===== src/design/lsq_pkg.sv =====
package lsq_pkg;

    // queue geometry and datapath width
    localparam int LSQ_DEPTH = 8;
    localparam int XLEN      = 32;

    typedef logic [4:0]      rob_tag_t;
    typedef logic [2:0]      lsq_idx_t;
    typedef logic [6:0]      preg_t;
    typedef logic [XLEN-1:0] word_t;

    // memory operation kind
    typedef logic [1:0] mem_op_t;

    localparam mem_op_t OP_LW  = 2'd0;
    localparam mem_op_t OP_LBU = 2'd1;
    localparam mem_op_t OP_SW  = 2'd2;
    localparam mem_op_t OP_SH  = 2'd3;

    // stores occupy the upper half of the encoding
    function automatic logic is_store(mem_op_t op);
        return op[1];
    endfunction

    typedef struct packed {
        rob_tag_t rob_tag;
        mem_op_t  op;
        word_t    base;
        word_t    imm;
        word_t    data;
        preg_t    pd;
    } issue_op_t;

    typedef struct packed {
        rob_tag_t rob_tag;
        mem_op_t  op;
        word_t    addr;
        word_t    data;
        preg_t    pd;
    } agen_op_t;

    // ready means the address has been captured
    typedef struct packed {
        logic     valid;
        logic     ready;
        logic     resolved;
        rob_tag_t rob_tag;
        mem_op_t  op;
        word_t    addr;
        word_t    data;
        preg_t    pd;
    } lsq_entry_t;

    typedef struct packed {
        rob_tag_t rob_tag;
        preg_t    pd;
        word_t    data;
    } load_result_t;

    typedef struct packed {
        rob_tag_t rob_tag;
        preg_t    pd;
        mem_op_t  op;
        word_t    addr;
    } mem_req_t;

    typedef struct packed {
        mem_op_t op;
        word_t   addr;
        word_t   data;
    } store_wb_t;

endpackage


===== src/design/lsq_agen.sv =====
`timescale 1ns/1ps

module lsq_agen import lsq_pkg::*; (
    input  logic      clk,
    input  logic      reset,
    input  logic      issue_valid,
    input  issue_op_t issue_op,
    output logic      agen_valid,
    output agen_op_t  agen_op
);

    word_t eff_addr;

    // base plus immediate, kept in front of the register
    assign eff_addr = issue_op.base + issue_op.imm;

    always_ff @(posedge clk or posedge reset) begin
        if (reset) begin
            agen_valid <= 1'b0;
        end else begin
            agen_valid <= issue_valid;
        end
    end

    // operation payload follows the strobe
    always_ff @(posedge clk) begin
        if (issue_valid) begin
            agen_op.rob_tag <= issue_op.rob_tag;
            agen_op.op      <= issue_op.op;
            agen_op.addr    <= eff_addr;
            agen_op.data    <= issue_op.data;
            agen_op.pd      <= issue_op.pd;
        end
    end

endmodule


===== src/design/lsq_queue.sv =====
`timescale 1ns/1ps

module lsq_queue import lsq_pkg::*; (
    input  logic       clk,
    input  logic       reset,
    input  logic       dispatch_valid,
    input  rob_tag_t   dispatch_tag,
    input  logic       agen_valid,
    input  agen_op_t   agen_op,
    input  logic       resolve_valid,
    input  lsq_idx_t   resolve_idx,
    input  logic       retire,
    input  rob_tag_t   rob_head,
    output lsq_entry_t entries [LSQ_DEPTH],
    output lsq_idx_t   head,
    output logic       full,
    output logic       store_done,
    output rob_tag_t   store_done_tag,
    output logic       store_wb_valid,
    output store_wb_t  store_wb
);

    // per-slot control flags
    logic [LSQ_DEPTH-1:0] valid_q;
    logic [LSQ_DEPTH-1:0] ready_q;
    logic [LSQ_DEPTH-1:0] resolved_q;

    // per-slot payload
    rob_tag_t tag_q  [LSQ_DEPTH];
    mem_op_t  op_q   [LSQ_DEPTH];
    word_t    addr_q [LSQ_DEPTH];
    word_t    data_q [LSQ_DEPTH];
    preg_t    pd_q   [LSQ_DEPTH];

    // ring pointers
    lsq_idx_t wr_ptr;
    lsq_idx_t rd_ptr;

    logic     do_alloc;
    logic     do_capture;
    logic     cap_hit;
    lsq_idx_t cap_idx;
    logic     head_is_store;
    logic     do_retire;

    assign full     = &valid_q;
    assign do_alloc = dispatch_valid && !full;
    assign head     = rd_ptr;

    // find the waiting slot that owns the incoming rob tag
    always_comb begin
        cap_hit = 1'b0;
        cap_idx = '0;
        for (int i = 0; i < LSQ_DEPTH; i++) begin
            if (valid_q[i] && !ready_q[i] && tag_q[i] == agen_op.rob_tag) begin
                cap_hit = 1'b1;
                cap_idx = lsq_idx_t'(i);
            end
        end
    end

    assign do_capture = agen_valid && cap_hit;

    // head leaves once the rob retires it
    // a load also has to be resolved first
    assign head_is_store = is_store(op_q[rd_ptr]);
    assign do_retire = retire
                    && valid_q[rd_ptr]
                    && ready_q[rd_ptr]
                    && tag_q[rd_ptr] == rob_head
                    && (head_is_store || resolved_q[rd_ptr]);

    always_ff @(posedge clk or posedge reset) begin
        if (reset) begin
            valid_q        <= '0;
            ready_q        <= '0;
            resolved_q     <= '0;
            wr_ptr         <= '0;
            rd_ptr         <= '0;
            store_done     <= 1'b0;
            store_wb_valid <= 1'b0;
        end else begin
            store_done     <= do_capture && is_store(agen_op.op);
            store_wb_valid <= do_retire && head_is_store;

            if (do_alloc) begin
                valid_q[wr_ptr]    <= 1'b1;
                ready_q[wr_ptr]    <= 1'b0;
                resolved_q[wr_ptr] <= 1'b0;
                wr_ptr             <= wr_ptr + 1'b1;
            end

            if (do_capture) begin
                ready_q[cap_idx] <= 1'b1;
            end

            // forward stage has taken this load
            if (resolve_valid) begin
                resolved_q[resolve_idx] <= 1'b1;
            end

            if (do_retire) begin
                valid_q[rd_ptr]    <= 1'b0;
                ready_q[rd_ptr]    <= 1'b0;
                resolved_q[rd_ptr] <= 1'b0;
                rd_ptr             <= rd_ptr + 1'b1;
            end
        end
    end

    always_ff @(posedge clk) begin
        if (do_alloc) begin
            tag_q[wr_ptr] <= dispatch_tag;
        end

        if (do_capture) begin
            op_q[cap_idx]   <= agen_op.op;
            addr_q[cap_idx] <= agen_op.addr;
            data_q[cap_idx] <= agen_op.data;
            pd_q[cap_idx]   <= agen_op.pd;
            store_done_tag  <= agen_op.rob_tag;
        end

        // write-back payload of the retiring store
        if (do_retire) begin
            store_wb.op   <= op_q[rd_ptr];
            store_wb.addr <= addr_q[rd_ptr];
            store_wb.data <= data_q[rd_ptr];
        end
    end

    // present the ring to the forward stage
    always_comb begin
        for (int i = 0; i < LSQ_DEPTH; i++) begin
            entries[i].valid    = valid_q[i];
            entries[i].ready    = ready_q[i];
            entries[i].resolved = resolved_q[i];
            entries[i].rob_tag  = tag_q[i];
            entries[i].op       = op_q[i];
            entries[i].addr     = addr_q[i];
            entries[i].data     = data_q[i];
            entries[i].pd       = pd_q[i];
        end
    end

endmodule


===== src/design/lsq_forward.sv =====
`timescale 1ns/1ps

module lsq_forward import lsq_pkg::*; (
    input  logic         clk,
    input  logic         reset,
    input  lsq_entry_t   entries [LSQ_DEPTH],
    input  lsq_idx_t     head,
    output logic         resolve_valid,
    output lsq_idx_t     resolve_idx,
    output logic         fwd_valid,
    output load_result_t fwd_result,
    output logic         mem_req_valid,
    output mem_req_t     mem_req
);

    // bytes touched by each access
    function automatic logic [2:0] byte_len(mem_op_t op);
        case (op)
            OP_LW:   return 3'd4;
            OP_SW:   return 3'd4;
            OP_SH:   return 3'd2;
            OP_LBU:  return 3'd1;
            default: return 3'd1;
        endcase
    endfunction

    // range intersection, one extra bit so the end never wraps
    function automatic logic overlaps(lsq_entry_t st, lsq_entry_t ld);
        logic [XLEN:0] st_lo;
        logic [XLEN:0] st_hi;
        logic [XLEN:0] ld_lo;
        logic [XLEN:0] ld_hi;
        st_lo = {1'b0, st.addr};
        ld_lo = {1'b0, ld.addr};
        st_hi = st_lo + byte_len(st.op);
        ld_hi = ld_lo + byte_len(ld.op);
        return (ld_lo < st_hi) && (st_lo < ld_hi);
    endfunction

    logic       sel_found;
    lsq_idx_t   sel_idx;
    lsq_idx_t   sel_age;
    logic       addr_stall;
    lsq_entry_t ld;
    logic       hit;
    lsq_entry_t hit_st;
    logic [1:0] byte_off;
    word_t      shifted;
    logic       fwd_word;
    logic       fwd_byte;
    logic       partial;
    word_t      fwd_data;

    // oldest ready, unresolved load, walking from head
    always_comb begin
        lsq_idx_t idx;
        logic     unready_seen;
        sel_found    = 1'b0;
        sel_idx      = head;
        sel_age      = '0;
        addr_stall   = 1'b0;
        unready_seen = 1'b0;
        for (int k = 0; k < LSQ_DEPTH; k++) begin
            idx = head + lsq_idx_t'(k);
            if (!sel_found && entries[idx].valid) begin
                if (!entries[idx].ready) begin
                    unready_seen = 1'b1;
                end else if (!is_store(entries[idx].op) && !entries[idx].resolved) begin
                    sel_found  = 1'b1;
                    sel_idx    = idx;
                    sel_age    = lsq_idx_t'(k);
                    addr_stall = unready_seen;
                end
            end
        end
    end

    assign ld = entries[sel_idx];

    // later matches overwrite, so the youngest older store wins
    always_comb begin
        lsq_idx_t   idx;
        lsq_entry_t st;
        hit    = 1'b0;
        hit_st = '0;
        for (int k = 0; k < LSQ_DEPTH; k++) begin
            idx = head + lsq_idx_t'(k);
            st  = entries[idx];
            if (k < sel_age && st.valid && st.ready && is_store(st.op) && overlaps(st, ld)) begin
                hit    = 1'b1;
                hit_st = st;
            end
        end
    end

    assign byte_off = ld.addr[1:0] - hit_st.addr[1:0];
    assign shifted  = hit_st.data >> {byte_off, 3'b000};

    assign fwd_word = hit && hit_st.op == OP_SW && ld.op == OP_LW && ld.addr == hit_st.addr;
    assign fwd_byte = hit && ld.op == OP_LBU;
    // anything else waits for the store to drain
    assign partial  = hit && !fwd_word && !fwd_byte;

    assign fwd_data = fwd_word ? hit_st.data : word_t'(shifted[7:0]);

    assign resolve_valid = sel_found && !addr_stall && !partial;
    assign resolve_idx   = sel_idx;

    always_ff @(posedge clk or posedge reset) begin
        if (reset) begin
            fwd_valid     <= 1'b0;
            mem_req_valid <= 1'b0;
        end else begin
            fwd_valid     <= resolve_valid && hit;
            mem_req_valid <= resolve_valid && !hit;
        end
    end

    always_ff @(posedge clk) begin
        if (resolve_valid) begin
            fwd_result.rob_tag <= ld.rob_tag;
            fwd_result.pd      <= ld.pd;
            fwd_result.data    <= fwd_data;
            mem_req.rob_tag    <= ld.rob_tag;
            mem_req.pd         <= ld.pd;
            mem_req.op         <= ld.op;
            mem_req.addr       <= ld.addr;
        end
    end

endmodule


===== src/design/lsq_top.sv =====
`timescale 1ns/1ps

module lsq_top import lsq_pkg::*; (
    input  logic         clk,
    input  logic         reset,
    input  logic         dispatch_valid,
    input  rob_tag_t     dispatch_tag,
    input  logic         issue_valid,
    input  issue_op_t    issue_op,
    input  logic         retire,
    input  rob_tag_t     rob_head,
    output logic         full,
    output logic         store_done,
    output rob_tag_t     store_done_tag,
    output logic         fwd_valid,
    output load_result_t fwd_result,
    output logic         mem_req_valid,
    output mem_req_t     mem_req,
    output logic         store_wb_valid,
    output store_wb_t    store_wb
);

    // agen to queue
    logic       agen_valid;
    agen_op_t   agen_op;

    // queue to forward and back
    lsq_entry_t entries [LSQ_DEPTH];
    lsq_idx_t   head;
    logic       resolve_valid;
    lsq_idx_t   resolve_idx;

    lsq_agen u_agen (
        .clk         (clk),
        .reset       (reset),
        .issue_valid (issue_valid),
        .issue_op    (issue_op),
        .agen_valid  (agen_valid),
        .agen_op     (agen_op)
    );

    lsq_queue u_queue (
        .clk            (clk),
        .reset          (reset),
        .dispatch_valid (dispatch_valid),
        .dispatch_tag   (dispatch_tag),
        .agen_valid     (agen_valid),
        .agen_op        (agen_op),
        .resolve_valid  (resolve_valid),
        .resolve_idx    (resolve_idx),
        .retire         (retire),
        .rob_head       (rob_head),
        .entries        (entries),
        .head           (head),
        .full           (full),
        .store_done     (store_done),
        .store_done_tag (store_done_tag),
        .store_wb_valid (store_wb_valid),
        .store_wb       (store_wb)
    );

    lsq_forward u_forward (
        .clk           (clk),
        .reset         (reset),
        .entries       (entries),
        .head          (head),
        .resolve_valid (resolve_valid),
        .resolve_idx   (resolve_idx),
        .fwd_valid     (fwd_valid),
        .fwd_result    (fwd_result),
        .mem_req_valid (mem_req_valid),
        .mem_req       (mem_req)
    );

endmodule


===== config.mk =====
export PLATFORM = sky130hd
export DESIGN_NAME = lsq_top
export DESIGN_NICKNAME = d
export VERILOG_FILES = /design/src/design/lsq_pkg.sv /design/src/design/lsq_agen.sv /design/src/design/lsq_queue.sv /design/src/design/lsq_forward.sv /design/src/design/lsq_top.sv
export SDC_FILE = /design/constraint.sdc
export NUM_CORES = 2
export LEC_CHECK = 0
export BUFFER_PORTS_ARGS = -buffer_cell sky130_fd_sc_hd__buf_4
export CAP_MARGIN = 20
export CORE_UTILIZATION = 30
export CTS_CLUSTER_SIZE = 28
export DETAILED_ROUTE_END_ITERATION = 6
export PLACE_DENSITY = 0.54
export SYNTH_ARGS = -nofsm -noshare
export SYNTH_HDL_FRONTEND = slang
export SYNTH_HIERARCHICAL = 1
export SYNTH_SLANG_ARGS = --single-unit

===== constraint.sdc =====
create_clock -name clk -period 58.7 [get_ports clk]
set_clock_uncertainty 0.05 [all_clocks]
set_input_delay 2.935 -clock clk [delete_from_list [all_inputs] [get_ports clk]]
set_output_delay 2.935 -clock clk [all_outputs]
set_load 0.005 [all_outputs]

==> reports/results.ini <==
[drt]
drt-wirelength-per-cell_um=33.4
ant_nets=0
vias=68400
firstDrtPassIters=6
viasPerCell=6.31
wirelength_mm=361
drt_iter0_drc=9203
drcViolationCount=0

[sta]
timing.final.hold_violations=0
fin_crit_ps=19610
drv_slew=0
grt_setup_unrepaired=false
maxSlewHeadroom_pct=10.8
setup_violations=0
fmax_ghz=0.0510
finalCritPeriodShare_pct=33.4
fin_setup_tns_ps=0
worst_pin_slew_ps=1340
whs_ps=526

[synthesis]
synth_edf_count=851
yosysSeqAreaShare_pct=34.5
synth_area_um2=76600
ys_dominant_reg_cell=edfxtp_1
ys_types=122
synthCells=7213
ys_ff_latch=886
async_reset_ff_share_pct=3.95
ys_warn_count=6
synth_fp_nets=7841
avgSynthCellArea_um2=10.6

[clock_tree]
clk_latency_ps=810
clock-root-buffer=clkbuf_16
holdBufCountCts=0
cts.sinks=886
tritoncts=built
cts_setup_buffers=0
numCtsBuffers=101
clock_path_buffers=3
htree_levels=3
clk_pin_slew_ps=60
ctsResizeCount=0

[setup_path]
cp-end-kind=register
cp.required_ps=59330
cp_data_arrival_time_ps=20230
crit_fanout=63
critPathTopFamily=simple AND/OR/NAND/NOR gates
critical-path-max-stage-delay_ps=980
critical_path_class=register to register
cp_num_buf_inv=8
worstSetupStartpointType=register
critical_path.most_common_cell=o21ai_0
cp_slowest_cell=dfrtp_4

[grt]
grt_pass1_vias=65200
grt_pass1_wl_mm=501
grt_usage_pct=27.2
overflow=0
grt_max_degree=134
antenna_found_initial=25

[floorplan]
io_pins=291
fp.dieW_um=507
initial_core_util_pct=30.2
core_area_um2=254000
std_cell_rows=185
die_h_um=507
dieArea_um2=257000

[layout]
final_cells=10800
nets=7993
multi_input_area_um2=47400
area_growth_pct=12.8
register_area_um2=26400
post-route-util_pct=34.0
layout-drive-gt1-share_pct=18.5
fillers=25100

[placement]
place_inst=10600
io_buffers=290
dpl.hpwl_mm=261
gp_congestion=1.06

[job]
maxCapViolCount=0

[status]
status=finished, final reports clean

[worst_hold_path]
min_path_type=register to register

==> per-layer routing <==
metal  vias up  share of wire [%]  global-route usage, %
li1      28600                  -                      -
met1     34200                 39                   35.2
met2      4672                 43                   40.8
met3       956                 12                   7.75
met4         6                6.1                   14.6
met5         -              0.011                      0
==> state kept, by name, indices dropped and copies added (netlist names) <==
signal                   count
u_forward/fwd_result        32
u_agen/agen_valid            1
u_queue/ready_q              8
u_forward/fwd_valid          1
u_queue/addr_q             256
u_queue/wr_ptr               3
u_queue/resolved_q           8
u_queue/store_done_tag       5
u_queue/head                 3
u_queue/store_done           1
u_queue/data_q             256
u_queue/tag_q               40
u_queue/store_wb            66
u_forward/mem_req_valid      1
u_queue/op_q                16
u_forward/mem_req           46
u_agen/agen_op              78
u_queue/pd_q                56
u_queue/valid_q              8
u_queue/store_wb_valid       1
==> synth_stat cells (88+ instances only) <==
| library cell | n | area (um2) |
|---|---|---|
| a21o_1 | 193 | 1450 |
| a21oi_1 | 391 | 1960 |
| a22oi_1 | 165 | 1240 |
| buf_1 | 89 | 334 |
| buf_2 | 88 | 440 |
| clkbuf_1 | 239 | 897 |
| edfxtp_1 | 851 | 25600 |
| ha_1 | 494 | 6180 |
| inv_1 | 224 | 841 |
| mux2_2 | 99 | 1110 |
| mux2i_1 | 451 | 4510 |
| mux4_2 | 473 | 10700 |
| nand2_1 | 856 | 3210 |
| nand3_1 | 259 | 1300 |
| nand4_1 | 134 | 838 |
| nor2_1 | 359 | 1350 |
| nor3_1 | 119 | 596 |
| o21ai_0 | 210 | 1050 |
| xnor2_1 | 229 | 2010 |
==> path summary, 6_finish.rpt <==
check / slack (ps) / end / depth (start not counted) / from
max in group asynchronous: 55950 / u_queue/head[2] / 3 / reset
setup reg to reg: 39090 / u_queue/resolved_q[4] / 54 / u_queue/head[1]
setup / recovery: 39090 / u_queue/resolved_q[4] / 54 / u_queue/head[1]
min in group asynchronous: 1970 / u_agen/agen_valid / 2 / reset
hold / removal: 530 / u_queue/wr_ptr[2] / 1 / u_queue/wr_ptr[2]
hold reg to reg: 530 / u_queue/wr_ptr[2] / 1 / u_queue/wr_ptr[2]
==> worst register-to-register path, delay by kind of cell (launching register included) <==
kind                       cells  cell delay (ps)
and+or+nand+nor               16             6160
AOI/OAI and AO/OA             22             5120
buffers and inverters          8             3060
adders and majority gates      4             2050
muxes                          2             1140
DFF                            1              980
xor gates and xnor gates       2              950
==> layout by cell type (no fill, tap or decap), drive strengths merged, types with 19 or more instances in the layout <==
cell	n
a2111oi	28
a211oi	80
a21o	194
a21oi	395
a221oi	55
a22o	28
a22oi	165
a31oi	27
and2	55
and3	56
buf	509
clkbuf	116
clkinv	42
dfrtp	35
edfxtp	851
ha	494
inv	241
mux2	102
mux2i	451
mux4	476
nand2	857
nand2b	60
nand3	259
nand4	136
nor2	361
nor2b	58
nor3	119
nor3b	20
nor4	52
o2111ai	26
o211ai	81
o21a	38
o21ai	214
o221ai	50
o22ai	22
o31ai	19
or2	32
or4	20
xnor2	230
xor2	87
==> final cells by class <==
type,count,share of cell area (%)
clock inverters,74,1.11
inverters,232,1.04
flip-flops and latches,886,30.6
well taps,3366,4.87
multi-input cells,5635,54.9
clock buffers,116,2.99
repair buffers,509,4.46
diodes,15,0.0434
==> cell families after synthesis <==
kind of cell / synth area share (%)
adders and majority gates: 8.30
xor gates and xnor gates: 3.65
buffers and inverters: 3.88
AOI/OAI and AO/OA: 14.7
muxes: 21.4
and+or+nand+nor: 13.5
DFF: 34.5
==> metrics by stage <==
step	instance area, um2	setup WS, ps
final	86400	39090
after global routing	86400	38530
after CTS	86300	39720
after detailed placement	82800	39750
after global placement	82800	40030
after floorplan	76600	36710
Power is not shown: default switching activity piles up to over one toggle a cycle in this logic, so the estimate is an artifact.
